File: src/hw/sram_params.svh
`ifndef SRAM_PARAMS_SVH
`define SRAM_PARAMS_SVH

// Memory geometry
`define SRAM_DEPTH 256
`define SRAM_DATA_W 32

// SECDED codeword, data plus six Hamming checks and overall parity
`define SRAM_CODE_W 39

// Pipeline stages around the array
// Each enabled stage adds one cycle of read latency
`define SRAM_IN_PIPE 1
`define SRAM_OUT_PIPE 1

`endif

File: src/hw/sram_pkg.sv
`include "sram_params.svh"

package sram_pkg;

  // Multi-bit encoded boolean for the internal strobes
  typedef logic [3:0] mubi4_t;

  parameter mubi4_t MuBi4True  = 4'b0110;
  parameter mubi4_t MuBi4False = 4'b1001;

  // Stored word, overall parity at bit 0 and Hamming checks at powers of two
  typedef logic [`SRAM_CODE_W-1:0] code_word_t;

  // Read error status
  typedef struct packed {
    logic uncorr;
    logic corr;
  } ecc_err_t;

  ////////////////////////////////////////////////////////////
  // Strobe helpers
  ////////////////////////////////////////////////////////////

  function automatic mubi4_t mubi4_from_bool(logic b);
    return b ? MuBi4True : MuBi4False;
  endfunction

  // Loose test, anything other than false reads as true
  function automatic logic mubi4_is_true(mubi4_t v);
    return v != MuBi4False;
  endfunction

  function automatic logic mubi4_is_invalid(mubi4_t v);
    return !(v == MuBi4True || v == MuBi4False);
  endfunction

  // Bitwise AND on the true-high bits and OR on the false-high bits,
  // so a corrupted operand stays visible as an invalid pattern
  function automatic mubi4_t mubi4_and(mubi4_t a, mubi4_t b);
    mubi4_t r;
    for (int k = 0; k < 4; k++) begin
      if (MuBi4True[k]) begin
        r[k] = a[k] & b[k];
      end else begin
        r[k] = a[k] | b[k];
      end
    end
    return r;
  endfunction

endpackage

File: src/hw/sram_port_if.sv
`timescale 1ns/1ps
`include "sram_params.svh"

interface sram_port_if;
  import sram_pkg::*;

  localparam int AddrW = $clog2(`SRAM_DEPTH);

  // Plain strobes at the array side
  logic             req;
  logic             write;
  logic [AddrW-1:0] addr;
  code_word_t       wcode;

  // Registered read codeword from the array
  code_word_t       rcode;

  modport ctrl (
    output req, write, addr, wcode,
    input  rcode
  );

  modport mem (
    input  req, write, addr, wcode,
    output rcode
  );

endinterface

File: src/hw/secded_39_32_enc.sv
`timescale 1ns/1ps
`include "sram_params.svh"

module secded_39_32_enc (
  input  logic [`SRAM_DATA_W-1:0] data_i,
  output sram_pkg::code_word_t    code_o
);
  import sram_pkg::*;

  localparam int CodeW = `SRAM_CODE_W;

  always_comb begin
    code_word_t  c;
    int unsigned d;
    c = '0;
    d = 0;

    // Data fills every position that is not a power of two
    for (int p = 1; p < CodeW; p++) begin
      if ((p & (p - 1)) != 0) begin
        c[p] = data_i[d];
        d++;
      end
    end

    // Check k covers all positions with index bit k set
    for (int k = 0; k < 6; k++) begin
      for (int p = 1; p < CodeW; p++) begin
        if (p[k] && (p != (1 << k))) begin
          c[1 << k] ^= c[p];
        end
      end
    end

    // Overall parity last, over data and checks
    c[0] = ^c[CodeW-1:1];
    code_o = c;
  end

endmodule

File: src/hw/secded_39_32_dec.sv
`timescale 1ns/1ps
`include "sram_params.svh"

module secded_39_32_dec (
  input  sram_pkg::code_word_t    code_i,
  output logic [`SRAM_DATA_W-1:0] data_o,
  output sram_pkg::ecc_err_t      err_o
);
  import sram_pkg::*;

  localparam int CodeW = `SRAM_CODE_W;

  logic [5:0] syndrome;
  logic       par_err;
  code_word_t fixed;
  ecc_err_t   err;

  // Syndrome is the index of a single flipped position
  always_comb begin
    syndrome = '0;
    for (int p = 1; p < CodeW; p++) begin
      for (int k = 0; k < 6; k++) begin
        if (p[k]) begin
          syndrome[k] ^= code_i[p];
        end
      end
    end
  end

  // Whole word including bit 0 must have even parity
  assign par_err = ^code_i;

  always_comb begin
    fixed = code_i;
    err   = '0;
    if (par_err) begin
      // Odd number of flips, treat as one and repair it
      // A zero syndrome points at the parity bit itself
      err.corr = 1'b1;
      for (int p = 0; p < CodeW; p++) begin
        if (p == int'(syndrome)) begin
          fixed[p] = ~fixed[p];
        end
      end
    end else if (syndrome != '0) begin
      // Even flips with a nonzero syndrome, data left as read
      err.uncorr = 1'b1;
    end
  end

  // Pull the data back out of the non-check positions
  always_comb begin
    int unsigned d;
    d = 0;
    data_o = '0;
    for (int p = 1; p < CodeW; p++) begin
      if ((p & (p - 1)) != 0) begin
        data_o[d] = fixed[p];
        d++;
      end
    end
  end

  assign err_o = err;

  always_comb begin
    assert (!(err_o.corr && err_o.uncorr))
      else $error("decoder reports corrected and uncorrectable at once");
  end

endmodule

File: src/hw/ram_1p_ecc.sv
`timescale 1ns/1ps
`include "sram_params.svh"

module ram_1p_ecc (
  input  logic                            clk_i,
  input  logic                            rst_ni,
  input  logic                            req_i,
  input  logic                            write_i,
  input  logic [$clog2(`SRAM_DEPTH)-1:0]  addr_i,
  input  logic [`SRAM_DATA_W-1:0]         wdata_i,
  input  sram_pkg::code_word_t            err_flip_i,
  output logic [`SRAM_DATA_W-1:0]         rdata_o,
  output logic                            rvalid_o,
  output sram_pkg::ecc_err_t              rerror_o,
  output logic                            alert_o,
  sram_port_if.ctrl                       sram_if
);
  import sram_pkg::*;

  localparam int AddrW = $clog2(`SRAM_DEPTH);
  localparam int DataW = `SRAM_DATA_W;

  // Encoded strobes
  mubi4_t           req_d;
  mubi4_t           write_d;
  mubi4_t           req_q;
  mubi4_t           write_q;
  mubi4_t           rvalid_sram_d;
  mubi4_t           rvalid_sram_q;
  mubi4_t           rvalid_q;

  // Payload
  logic [AddrW-1:0] addr_q;
  code_word_t       wcode_enc;
  code_word_t       wcode_d;
  code_word_t       wcode_q;
  logic [DataW-1:0] rdata_d;
  logic [DataW-1:0] rdata_q;
  ecc_err_t         rerror_d;
  ecc_err_t         rerror_masked;
  ecc_err_t         rerror_q;
  logic             rd_valid;

  ////////////////////////////////////////////////////////////
  // Write path
  ////////////////////////////////////////////////////////////

  assign req_d   = mubi4_from_bool(req_i);
  assign write_d = mubi4_from_bool(write_i);

  secded_39_32_enc u_enc (
    .data_i (wdata_i),
    .code_o (wcode_enc)
  );

  // Injected flips land in the stored word, reads are unaffected
  assign wcode_d = wcode_enc ^ err_flip_i;

  ////////////////////////////////////////////////////////////
  // Input stage
  ////////////////////////////////////////////////////////////

  if (`SRAM_IN_PIPE) begin : gen_in_reg
    always_ff @(posedge clk_i or negedge rst_ni) begin
      if (!rst_ni) begin
        req_q   <= MuBi4False;
        write_q <= MuBi4False;
      end else begin
        req_q   <= req_d;
        write_q <= write_d;
      end
    end

    always_ff @(posedge clk_i) begin
      addr_q  <= addr_i;
      wcode_q <= wcode_d;
    end
  end else begin : gen_in_pass
    assign req_q   = req_d;
    assign write_q = write_d;
    assign addr_q  = addr_i;
    assign wcode_q = wcode_d;
  end

  assign sram_if.req   = mubi4_is_true(req_q);
  assign sram_if.write = mubi4_is_true(write_q);
  assign sram_if.addr  = addr_q;
  assign sram_if.wcode = wcode_q;

  ////////////////////////////////////////////////////////////
  // Read path
  ////////////////////////////////////////////////////////////

  // Issued operation was a read, rcode is valid one edge later
  assign rvalid_sram_d = mubi4_and(req_q, ~write_q);

  always_ff @(posedge clk_i or negedge rst_ni) begin
    if (!rst_ni) begin
      rvalid_sram_q <= MuBi4False;
    end else begin
      rvalid_sram_q <= rvalid_sram_d;
    end
  end

  secded_39_32_dec u_dec (
    .code_i (sram_if.rcode),
    .data_o (rdata_d),
    .err_o  (rerror_d)
  );

  // Stale codewords must not report errors
  assign rd_valid      = mubi4_is_true(rvalid_sram_q);
  assign rerror_masked = rerror_d & {2{rd_valid}};

  ////////////////////////////////////////////////////////////
  // Output stage
  ////////////////////////////////////////////////////////////

  if (`SRAM_OUT_PIPE) begin : gen_out_reg
    always_ff @(posedge clk_i or negedge rst_ni) begin
      if (!rst_ni) begin
        rvalid_q <= MuBi4False;
        rerror_q <= '0;
      end else begin
        rvalid_q <= rvalid_sram_q;
        rerror_q <= rerror_masked;
      end
    end

    always_ff @(posedge clk_i) begin
      rdata_q <= rdata_d;
    end
  end else begin : gen_out_pass
    assign rvalid_q = rvalid_sram_q;
    assign rerror_q = rerror_masked;
    assign rdata_q  = rdata_d;
  end

  assign rvalid_o = mubi4_is_true(rvalid_q);
  assign rdata_o  = rdata_q;
  assign rerror_o = rerror_q;

  // Any corrupted strobe register raises the alert
  assign alert_o = mubi4_is_invalid(req_q) | mubi4_is_invalid(write_q) |
                   mubi4_is_invalid(rvalid_sram_q) | mubi4_is_invalid(rvalid_q);

  rerror_needs_valid_a : assert property (
    @(posedge clk_i) disable iff (!rst_ni) !rvalid_o |-> (rerror_o == '0)
  ) else $error("error status set without a read response");

  no_alert_a : assert property (
    @(posedge clk_i) disable iff (!rst_ni) !alert_o
  ) else $error("invalid strobe encoding in the wrapper");

endmodule

File: src/flat_wrapper.sv
// flat-port wrapper written by rule: the top's interface ports become plain ports
module ram_1p_ecc_flat import sram_pkg::*;
  (clk_i, rst_ni, req_i, write_i, addr_i, wdata_i, err_flip_i, rdata_o, rvalid_o, rerror_o, alert_o, sram_if_req, sram_if_write, sram_if_addr, sram_if_wcode, sram_if_rcode);
  sram_port_if sram_if_i ();
  input  logic clk_i;
  input  logic rst_ni;
  input  logic req_i;
  input  logic write_i;
  input  logic [$clog2(`SRAM_DEPTH)-1:0] addr_i;
  input  logic [`SRAM_DATA_W-1:0] wdata_i;
  input  sram_pkg::code_word_t err_flip_i;
  output logic [`SRAM_DATA_W-1:0] rdata_o;
  output logic rvalid_o;
  output sram_pkg::ecc_err_t rerror_o;
  output logic alert_o;
  output wire logic [$bits(sram_if_i.req)-1:0] sram_if_req;
  output wire logic [$bits(sram_if_i.write)-1:0] sram_if_write;
  output wire logic [$bits(sram_if_i.addr)-1:0] sram_if_addr;
  output wire logic [$bits(sram_if_i.wcode)-1:0] sram_if_wcode;
  input wire logic [$bits(sram_if_i.rcode)-1:0] sram_if_rcode;
  assign sram_if_req = sram_if_i.req;
  assign sram_if_write = sram_if_i.write;
  assign sram_if_addr = sram_if_i.addr;
  assign sram_if_wcode = sram_if_i.wcode;
  assign sram_if_i.rcode = sram_if_rcode;
  ram_1p_ecc u_core (.clk_i(clk_i), .rst_ni(rst_ni), .req_i(req_i), .write_i(write_i), .addr_i(addr_i), .wdata_i(wdata_i), .err_flip_i(err_flip_i), .rdata_o(rdata_o), .rvalid_o(rvalid_o), .rerror_o(rerror_o), .alert_o(alert_o), .sram_if(sram_if_i));
endmodule
File: config.mk
export PLATFORM = sky130hd
export DESIGN_NAME = ram_1p_ecc_flat
export DESIGN_NICKNAME = d
export VERILOG_FILES = /design/src/hw/sram_pkg.sv /design/src/hw/sram_port_if.sv /design/src/hw/secded_39_32_enc.sv /design/src/hw/secded_39_32_dec.sv /design/src/hw/ram_1p_ecc.sv /design/src/flat_wrapper.sv
export VERILOG_INCLUDE_DIRS = /design/src /design/src/hw
export SDC_FILE = /design/constraint.sdc
export NUM_CORES = 1
export LEC_CHECK = 0
export ABC_AREA = 1
export BUFFER_PORTS_ARGS = -buffer_cell sky130_fd_sc_hd__buf_2
export CAP_MARGIN = 20
export CORE_UTILIZATION = 40
export DETAILED_ROUTE_END_ITERATION = 16
export PLACE_DENSITY = 0.74
export SETUP_SLACK_MARGIN = 0.05
export SYNTH_ARGS = -nofsm -noshare
export SYNTH_HDL_FRONTEND = slang
export SYNTH_SLANG_ARGS = --single-unit
File: constraint.sdc
create_clock -name clk_i -period 3.3 [get_ports clk_i]
set_clock_uncertainty 0.05 [all_clocks]
set_input_delay 0.33 -clock clk_i [delete_from_list [all_inputs] [get_ports clk_i]]
set_output_delay 0.33 -clock clk_i [all_outputs]
set_load 0.02 [all_outputs]
* Word level (Yosys, flattened, before mapping)
Index checks and enable logic that the tools add are counted.
** Storage, ports and cells
- Output and inout port bits :: 85
- Input bits :: 122
- Register bits after elaboration :: 97
- Word-level logic and storage cells :: 339
** Cells by class
- Reductions and logical operators :: 12
- Multiplexer cells :: 45
- Eq/ne operators :: 50
- Bitwise operators :: 223
** Operators by type and width (number)
- $xor 1x1->1 :: 174
- $eq 6x6->1 const A :: 23
- $eq 5x6->1 const A :: 8
- $mux 1 :: 42
- $mux 39 :: 1
- $not 1->1 :: 39
- $reduce_xor 39->1 :: 1
- $xor 39x39->39 :: 1
- $reduce_xor 38->1 :: 1
- $eq 4x6->1 const A :: 4
- $eq 4x3->1 const B :: 4
- $eq 4x4->1 const B :: 4
- $ne 4x4->1 const B :: 4
- $eq 3x6->1 const A :: 2
- $mux 4 :: 2
- $eq 2x6->1 const A :: 1
- $logic_not 6->1 :: 1
- $reduce_bool 6->1 :: 1
- $or 1x1->1 :: 5
- $logic_not 1->1 :: 4
- $logic_or 1x1->1 :: 4
- $not 4->4 :: 1
- $and 1x1->1 :: 2
- $and 2x2->2 :: 1

* Logic depth before layout (Yosys ltp)
Gate-level depths: netlist of the first run.
- Depth in word-level cells :: 22
- Depth in mapped cells :: 21
- Depth with buffers taken out :: 20

* Modules after synthesis
From an unflattened synthesis of the first run, not the netlist that was laid out.
** Unflattened totals
- Cells, all modules :: 1193
- Area, all modules :: 6914.1 µm²
** By module, submodules not included
- ram_1p_ecc :: cells an instance 307, instances 1, seq. area each 1836.8 µm², area an instance 2690.1 µm²
- secded_39_32_dec :: cells an instance 483, instances 1, seq. area each 0.0 µm², area an instance 2321.0 µm²
- secded_39_32_enc :: cells an instance 403, instances 1, seq. area each 0.0 µm², area an instance 1903.1 µm²

* Least setup slack after synthesis of the first run
OpenSTA, ideal clock, no wires.
- Kind :: input-to-reg
- Start :: input port sram_if_rcode[4]
- End :: register u_core.rdata_q[12], in the netlist u_core.rdata_o[12]
- Data required time :: 3137 ps
- Slack :: 1448 ps
- Path buffers :: 0
- Stages on the path :: 13
- Setup time :: 113 ps
- Data arrival time :: 1690 ps
- Cell sequence :: xnor2_1 -> xor2_1 -> nand2_1 -> nand2_1 -> nand2_1 -> nand2_1 -> nand2_2 -> nand2_4 -> nand2_2 -> nor2_2 -> nand3_1 -> nand2_1 -> nand2_1
** Between the ends
- Cells in the longest elaborated chain, start to end :: 21
- Elaborated cells between the ends (all ways) :: 22
- Those cells by class :: eq/ne (1); mux (2); bitwise (18); reduce/logical (1)
** Ends and longest elaborated chain
- start, declared :: RTL line flat_wrapper.sv:20 : input wire logic [$bits(sram_if_i.rcode)-1:0] sram_if_rcode;
- $xor 1x1->1 (18 in a row) :: RTL line secded_39_32_dec.sv:24 : syndrome[k] ^= code_i[p];
- $eq 6x6->1 :: RTL line secded_39_32_dec.sv:41 : if (p == int'(syndrome)) begin
- $mux 1 :: RTL line secded_39_32_dec.sv:41
- $mux 39 * :: RTL line secded_39_32_dec.sv:36 : if (par_err) begin
- net u_core.rdata_d[12] :: RTL line ram_1p_ecc.sv:37 : logic [DataW-1:0] rdata_d;
- end signal, assigned :: RTL line ram_1p_ecc.sv:131 : rdata_q <= rdata_d;
- end, declared :: RTL line ram_1p_ecc.sv:38 : logic [DataW-1:0] rdata_q;
The timed path passes the listed nets; every way through them passes the cells marked *.

* Worst setup path after layout of the first run
- Start :: register u_core.write_q[0]
- End :: output port alert_o
** Between the ends
- Cells in the longest elaborated chain, start to end :: 6
- Elaborated cells between the ends (all ways) :: 7
- Those cells by class :: eq/ne (2); bitwise (3); reduce/logical (2)
** Ends and longest elaborated chain
- start, declared :: RTL line ram_1p_ecc.sv:27 : mubi4_t write_q;
- start signal, assigned :: RTL line ram_1p_ecc.sv:67 : write_q <= MuBi4False;
- start signal, assigned :: RTL line ram_1p_ecc.sv:70 : write_q <= write_d;
- $eq 4x3->1 / $eq 4x4->1 (equally long branches) :: RTL line sram_pkg.sv:34 : return !(v == MuBi4True || v == MuBi4False);
- $logic_or 1x1->1 * :: RTL line sram_pkg.sv:34
- $logic_not 1->1 * :: RTL line sram_pkg.sv:34
- $or 1x1->1 * (2 in a row) :: RTL line ram_1p_ecc.sv:144 : assign alert_o = mubi4_is_invalid(req_q) | mubi4_is_invalid(write_q) |
- $or 1x1->1 * :: RTL line ram_1p_ecc.sv:145 : mubi4_is_invalid(rvalid_sram_q) | mubi4_is_invalid(rvalid_q);
- end, declared :: RTL line flat_wrapper.sv:15 : output logic alert_o;
Every way passes the cells marked *; elsewhere a longest branch is shown, timed or not.

==> impl_results.md, run 1 <==
* Run status: finished clean
* IR drop worst, VDD at 0.232 mV
* Insertion delay to the later sink of the worst-skew pair at 0.35 ns
* Detailed-route DRC error count at 0
* Met3 wire length at 894 um
* Largest net degree at the start of global routing at 25
* H-tree Lvls at 3
* CTS root buf: sky130_fd_sc_hd__clkbuf_16
* Post-layout instance area at 7020 sq um
* Worst-path clk slew at 0.07 ns
* Clk sinks at 89
* Detailed router's first-iteration violation count at 278
* CP Capture Type: output port
* Total setup violations reported at the end of the flow at 0
* Portion of netlist area occupied by mux cells at 0%
* Post-synth ARST share at 11.2%
* Pins over their slew limit at 0
* CP max FO at 2
* Actual transition at the worst max-transition pin at 0.616 ns
* Post-Syn Instances at 777
* Critical path startpoint category: flip-flop
* Setup Buffers After CTS at 0
* Post-synth EDFFs at 0
* Area inside the core boundary at 13400 sq um
* Number of warnings issued by yosys at 0
* HPWL after detailed placement at 11400 um
* Wire length of the first global-routing pass at 21700 um
* Placement Cell Area at 6720 sq um
* Required time at the worst-slack endpoint at 2.92 ns
* CTS tree: done
* Yosys top cell area share at 28.4%
* Uppermost layer routed: met4
* Static power due to leakage at 3.94 nW
* CP Class: reg2out
* Top flip-flop cell by instance count after synthesis: sky130_fd_sc_hd__dfxtp_1
* Effective utilization at floorplan at 41.6%
* Hold Vio Cnt, Final at 0
* Post-synthesis share of cell area spent on and, or, nand and nor gates at 33.2%
* Period utilisation layout at 66.2%
* Number of cells on the worst reg-to-reg path at 3
* I/O pin total at 207
* Height of the chip at 120 um
* Met1 routed wirelength after detailed routing at 5970 um
* Net count of the mapped netlist at 903
* Worst relative slew slack at 58.9%
* WL final at 13800 um
* Most numerous cell types in the synthesized netlist: sky130_fd_sc_hd__nand2_1, sky130_fd_sc_hd__inv_1, sky130_fd_sc_hd__dfxtp_1, sky130_fd_sc_hd__xor2_1, sky130_fd_sc_hd__nand3_1
* Final weighted congestion in routability-driven placement at 0.864
* WL met2 at 6610 um
* Synth-to-Final Area Change at 25.9%
* Layout cell share with drive strength beyond 1 at 27.7%
* Pwr per Cell Area at 578 nW/um^2
* Unrepaired setup endpoints after global routing: false
* Site Rows at 42
* Most numerous cell in the Yosys netlist: sky130_fd_sc_hd__nand2_1
* Post-layout min period at 2.18 ns
* Arrival time of data at the critical path endpoint at 1.81 ns
* FMAX at 458 MHz
* First-pass iteration count of the detailed router at 4
* Via count of the first global-routing pass at 4844
* Number of nets in the final layout at 1104
* Combinational family with the most area after synthesis: simple AND/OR/NAND/NOR gates
* GRT Overall Usage at 19.4%
* Inserted Clock Buffers at 9
* Average wire length per cell after detail routing at 11.9 um
* Total number of vias at 5254
* TNS Setup at 0 ns
* Die outline width at 120 um
* Number of cells on the worst hold path at 1
* Seq/Total Area, Yosys at 33.0%
* Antenna violations before repair at 0
* Count of input and output buffers at 206
* Adder-cell area share of the yosys netlist at 0.898%
* Share of the synthesized area in compound gates (AO/OA/AOI/OAI) at 1.26%
* Post-Synthesis Cell Area at 5570 sq um
* Post-synthesis register bit count at 89
* Antenna viol nets, final at 0
* Top cell type by total area after synthesis: sky130_fd_sc_hd__dfxtp_1
* Sum of overflow across all layers after global routing at 0
* Average via count per standard cell at 4.53
* Hold Crit Class: in2reg
* Maximum clock path buffer count at 2
* Overall die area at 14400 sq um
* Largest cells by area after synthesis: sky130_fd_sc_hd__dfxtp_1, sky130_fd_sc_hd__nand2_1, sky130_fd_sc_hd__xor2_1, sky130_fd_sc_hd__xnor2_1, sky130_fd_sc_hd__inv_1
* Distinct cell type count after synthesis at 37
* Number of antenna diodes at 0
* Area share of xor/xnor cells in the synthesized design at 21.9%
* Post-Syn Area per Cell at 7.17 sq um
* Total of max-cap violations at 0
-- power breakdown --
group / switching, W / total, W / internal, W
combinational: 0.00123 / 0.00180 / 0.000577
clock: 0.000475 / 0.00100 / 0.000525
sequential: 0.0000317 / 0.00125 / 0.00122
-- layout by cell type, fill, tap and decap left out, types with 2 or more instances in the layout --
| master | synthesis | layout |
|---|---|---|
| sky130_fd_sc_hd__nand2_1 | 269 | 269 |
| sky130_fd_sc_hd__buf_2 | 7 | 206 |
| sky130_fd_sc_hd__inv_1 | 106 | 106 |
| sky130_fd_sc_hd__dfxtp_1 | 79 | 79 |
| sky130_fd_sc_hd__xor2_1 | 71 | 71 |
| sky130_fd_sc_hd__nand3_1 | 56 | 56 |
| sky130_fd_sc_hd__xnor2_1 | 46 | 46 |
| sky130_fd_sc_hd__nor2_1 | 25 | 25 |
| sky130_fd_sc_hd__nand3b_1 | 16 | 16 |
| sky130_fd_sc_hd__nand4_1 | 14 | 14 |
| sky130_fd_sc_hd__xnor2_2 | 11 | 11 |
| sky130_fd_sc_hd__nand2_2 | 9 | 9 |
| sky130_fd_sc_hd__clkbuf_16 | 0 | 9 |
| sky130_fd_sc_hd__nor2_4 | 7 | 7 |
| sky130_fd_sc_hd__o21ai_0 | 7 | 7 |
| sky130_fd_sc_hd__dfrtp_1 | 6 | 6 |
| sky130_fd_sc_hd__inv_2 | 5 | 5 |
| sky130_fd_sc_hd__nor2_2 | 4 | 4 |
| sky130_fd_sc_hd__ha_1 | 4 | 4 |
| sky130_fd_sc_hd__inv_6 | 0 | 4 |
| sky130_fd_sc_hd__dfstp_2 | 4 | 4 |
| sky130_fd_sc_hd__o21ai_1 | 3 | 3 |
| sky130_fd_sc_hd__nand3_2 | 2 | 2 |
| sky130_fd_sc_hd__nand2_4 | 2 | 2 |
| sky130_fd_sc_hd__clkinv_1 | 2 | 2 |
| sky130_fd_sc_hd__inv_4 | 2 | 2 |
-- stage by stage --
step           utilization (%)  power, W  std cells  hold WS [ns]  worst slack, ns
2_1_floorplan                -   0.00262        777       -0.0156             1.45
3_3_place_gp              50.2   0.00304       1142         0.143            0.842
3_5_place_dp              50.2   0.00307       1142         0.141            0.815
4_1_cts                   52.4   0.00408       1159       0.00785             1.09
5_1_grt                   52.4   0.00432       1159       0.00327            0.932
6_report                  52.4   0.00405       1159        0.0233             1.12
-- critical path, stage by stage (launching register included) --
cell                      delay (ns)
sky130_fd_sc_hd__dfstp_2        0.53
sky130_fd_sc_hd__ha_1           0.22
sky130_fd_sc_hd__or4_1          0.53
sky130_fd_sc_hd__buf_2          0.18
-- state kept, by name, summed over array words and instances, names as in the netlist --
signal,count
u_core.sram_if.wcode,39
u_core.rdata_o,32
u_core.sram_if.addr,8
u_core.req_q,2
u_core.rerror_o,2
u_core.rvalid_q,2
u_core.rvalid_sram_q,2
u_core.write_q,2
-- cell families (layout without fill, tap and decap cells) --
kind of cell,Yosys count,after routing
AND/OR/NAND/NOR,409,409
buffers and inverters,133,339
XOR/XNOR,129,129
flip-flops,89,89
AO/OA/AOI/OAI,13,13
adder cells (fa/ha/maj),4,4
-- timing repair --
| action | CTS | global route |
|---|---|---|
| gates resized for setup | 0 | 0 |
| endpoints found under the hold margin | 10 | 0 |
| hold buffers | 1 | 0 |
| setup endpoints to repair | 0 | 0 |
-- layout make-up --
type | count | area (sq um)
fill | 1307 | 6380
tap | 176 | 220
multi-input combinational | 555 | 3190
sequential | 89 | 1840
clock buffer | 9 | 225
timing repair buffer | 208 | 1050
inverter | 115 | 437
clock inverter | 7 | 58.8
-- layer usage --
layer | global-route usage (%) | vias to the layer above
li1 | - | 2751
met5 | 0 | -
met2 | 33.7 | 193
met4 | 8.05 | 0
met3 | 4.94 | 26
met1 | 22.3 | 2284
-- path summary, 6_finish.rpt --
path / slack, ns / from / end
worst max-delay path: 1.12 / u_core.write_q[0] / alert_o
worst max register to register: 2.26 / u_core.rvalid_sram_q[0] / u_core.rerror_o[1]
worst min-delay path: 0.02 / addr_i[1] / u_core.sram_if.addr[1]
worst min register to register: 0.32 / u_core.rvalid_sram_q[2] / u_core.rvalid_q[2]
max in group asynchronous: 2.63 / rst_ni / u_core.write_q[0]
min in group asynchronous: 0.32 / rst_ni / u_core.write_q[2]
Power figures use the tool's default switching activity.
==> run 2, diff against run 1 <==
- clock period: 3.3 -> 2.18 ns (I/O delays scaled with it)
==> run 2 against run 1 <==
  * Flip-flop and latch count is the same
  * First-iteration DRC count is 9.4% lower
  * Non-clock buffer count up 52
  * Total power rose by 59%
  * Count of clock-buffer cells in the layout increased by 1
  * Cell area rose by 7.6%
  * Final cell count grew 4.5%
  * Sequential share of layout area decreased by 1.9 points
  * Via count rose by 4.1%
  * Critical path type unchanged
  * Largest cell class unchanged
==> impl_results.md, run 2 (same netlist as run 1, synthesis figures left out) <==
* Max FFs per register at 39 (unchanged)
* GRT Overall Usage at 21.3% (+2.0 points)
* Height of the chip at 120 um (unchanged)
* Delay of the slowest cell on the worst path at 0.54 ns (about the same)
* Hold Crit Class: in2reg
* FMAX at 485 MHz
* H-tree Lvls at 3 (unchanged)
* Insertion delay to the later sink of the worst-skew pair at 0.34 ns (about the same)
* Layout cell share with drive strength beyond 1 at 27.5% (-0.13 points)
* Placement Cell Area at 6830 sq um (+1.5%)
* Highest-delay cell along the critical path: sky130_fd_sc_hd__or4_4
* Fillers at 1224 (-6.4%)
* Setup ws final at 0.119 ns (-0.996 ns)
* Worst path top cell family by delay: simple AND/OR/NAND/NOR gates
* Antenna violations before repair at 0 (unchanged)
* Unrepaired setup endpoints after global routing: false
* Synth-to-Final Area Change at 35.5%
* Wire length of the first global-routing pass at 24000 um (+10%)
* Detailed-route DRC error count at 0 (unchanged)
* Number of nets in the final layout at 1156 (+4.7%)
* CP Class: reg2out
* Actual transition at the worst max-transition pin at 0.405 ns (-0.211 ns)
* Static power due to leakage at 4.18 nW (+6.2%)
* Maximum clock path buffer count at 2 (unchanged)
* First-pass iteration count of the detailed router at 4 (unchanged)
* Setup Buffers After CTS at 0 (unchanged)
* Final weighted congestion in routability-driven placement at 0.847 (-1.9%)
* Inserted Clock Buffers at 9 (unchanged)
* Average via count per standard cell at 4.52 (-0.36%)
* Worst-path clk slew at 0.07 ns (about the same)
* Arrival time of data at the critical path endpoint at 1.79 ns (-0.02 ns)
* CP max FO at 2 (unchanged)
* Cells traversed along the worst timing path: ha_1, or4_4, buf_6
* IR drop worst, VDD at 0.386 mV (+67%)
* Detailed router's first-iteration violation count at 252 (-9.4%)
* Critical path startpoint category: flip-flop
* Sum of overflow across all layers after global routing at 0 (unchanged)
* Number of antenna diodes at 0 (unchanged)
* Pwr per Cell Area at 852 nW/um^2 (+47%)
* WL final at 15000 um (+8.5%)
* Finished Core Util at 56.4% (+4.0 points)
* Largest net degree at the start of global routing at 18 (-28%)
* TNS Setup at 0 ns (unchanged)
* Effective utilization at floorplan at 41.6% (unchanged)
* CTS root buf: sky130_fd_sc_hd__clkbuf_16
* Via count of the first global-routing pass at 5267 (+8.7%)
* CP Capture Type: output port
* Buf/Inv on CP at 1 (unchanged)
* Post-layout min period at 2.06 ns
* Clk sinks at 89 (unchanged)
* Post-layout instance area at 7550 sq um (+7.6%)
* Total number of vias at 5470 (+4.1%)
* Hold Vio Cnt, Final at 0 (unchanged)
* Site Rows at 42 (unchanged)
* Total setup violations reported at the end of the flow at 0 (unchanged)
* Setup Slack @ Placement at 0.0240 ns (-0.791 ns)
* Total of max-cap violations at 0 (unchanged)
* Required time at the worst-slack endpoint at 1.91 ns (-1.01 ns)
* Count of input and output buffers at 206 (unchanged)
* HPWL after detailed placement at 11700 um (+2.7%)
* CTS tree: done
* Leading cell type in the layout, fill and taps excluded: sky130_fd_sc_hd__nand2_1
* Die outline width at 120 um (unchanged)
* Area inside the core boundary at 13400 sq um (unchanged)
* Antenna viol nets, final at 0 (unchanged)
* Worst relative slew slack at 72.8% (+14 points)
* Overall die area at 14400 sq um (unchanged)
* Most used cells in the layout excluding fill and tap cells: sky130_fd_sc_hd__nand2_1, sky130_fd_sc_hd__buf_2, sky130_fd_sc_hd__inv_1
* Run status: finished clean
* Average wire length per cell after detail routing at 12.4 um (+3.9%)
* I/O pin total at 207 (unchanged)
* Period utilisation layout at 94.6%
* Pins over their slew limit at 0 (unchanged)
## run 2: routing by layer
layer	up-vias	wire length, um	global-route usage (%)
met5	-	0	0
met4	0	339	8.05
met3	24	947	5.47
met2	186	7600	39.2
met1	2416	6070	23.3
li1	2844	-	-
## run 2: worst paths after layout
path	from	to	slack (ns)	depth (start not counted)
min	err_flip_i[17]	u_core.sram_if.wcode[17]	0.01	2
max reg2reg	u_core.rvalid_sram_q[0]	u_core.rerror_o[1]	1.12	3
min reg2reg	u_core.rvalid_sram_q[0]	u_core.rvalid_q[0]	0.32	0
max in group asynchronous	rst_ni	u_core.req_q[0]	1.63	2
max	u_core.write_q[0]	alert_o	0.12	3
min in group asynchronous	rst_ni	u_core.rerror_o[1]	0.20	2
## run 2: worst register-to-register path, stage by stage, from the launching register on
cell,delay (ns)
sky130_fd_sc_hd__dfstp_2,0.53
sky130_fd_sc_hd__ha_1,0.19
sky130_fd_sc_hd__nor2_1,0.06
sky130_fd_sc_hd__o21a_1,0.11
## run 2: area by class of cell
cell class                 instances  area [sq um]  share of cell area [%]
clock buffer                      10           250                    3.31
clock inverter                     6          56.3                   0.745
inverter                         115           437                    5.78
multi-input combinational        555          3200                    42.3
sequential                        89          1840                    24.3
tap                              176           220                    2.92
timing repair buffer             260          1560                    20.6
## run 2: where the power goes
group	internal (W)	switching, W
clock network	0.000870	0.000740
registers	0.00184	0.0000520
logic	0.00104	0.00189
## run 2: through the flow
| step | instances | power (W) | hold slack [ns] |
|---|---|---|---|
| 2_1_floorplan | 777 | 0.00396 | -0.128 |
| 5_1_grt | 1211 | 0.00686 | 0.00545 |
| 3_3_place_gp | 1154 | 0.00473 | 0.0330 |
| 6_report | 1211 | 0.00643 | 0.0101 |
| 4_1_cts | 1210 | 0.00645 | 0.000823 |
| 3_5_place_dp | 1154 | 0.00479 | 0.0363 |
## run 2: repair_timing
item / in CTS / in global routing
gates resized for setup: 0 / 3
setup endpoints to repair: 0 / 1
hold endpoints to repair: 51 / 1
hold buffers: 40 / 1
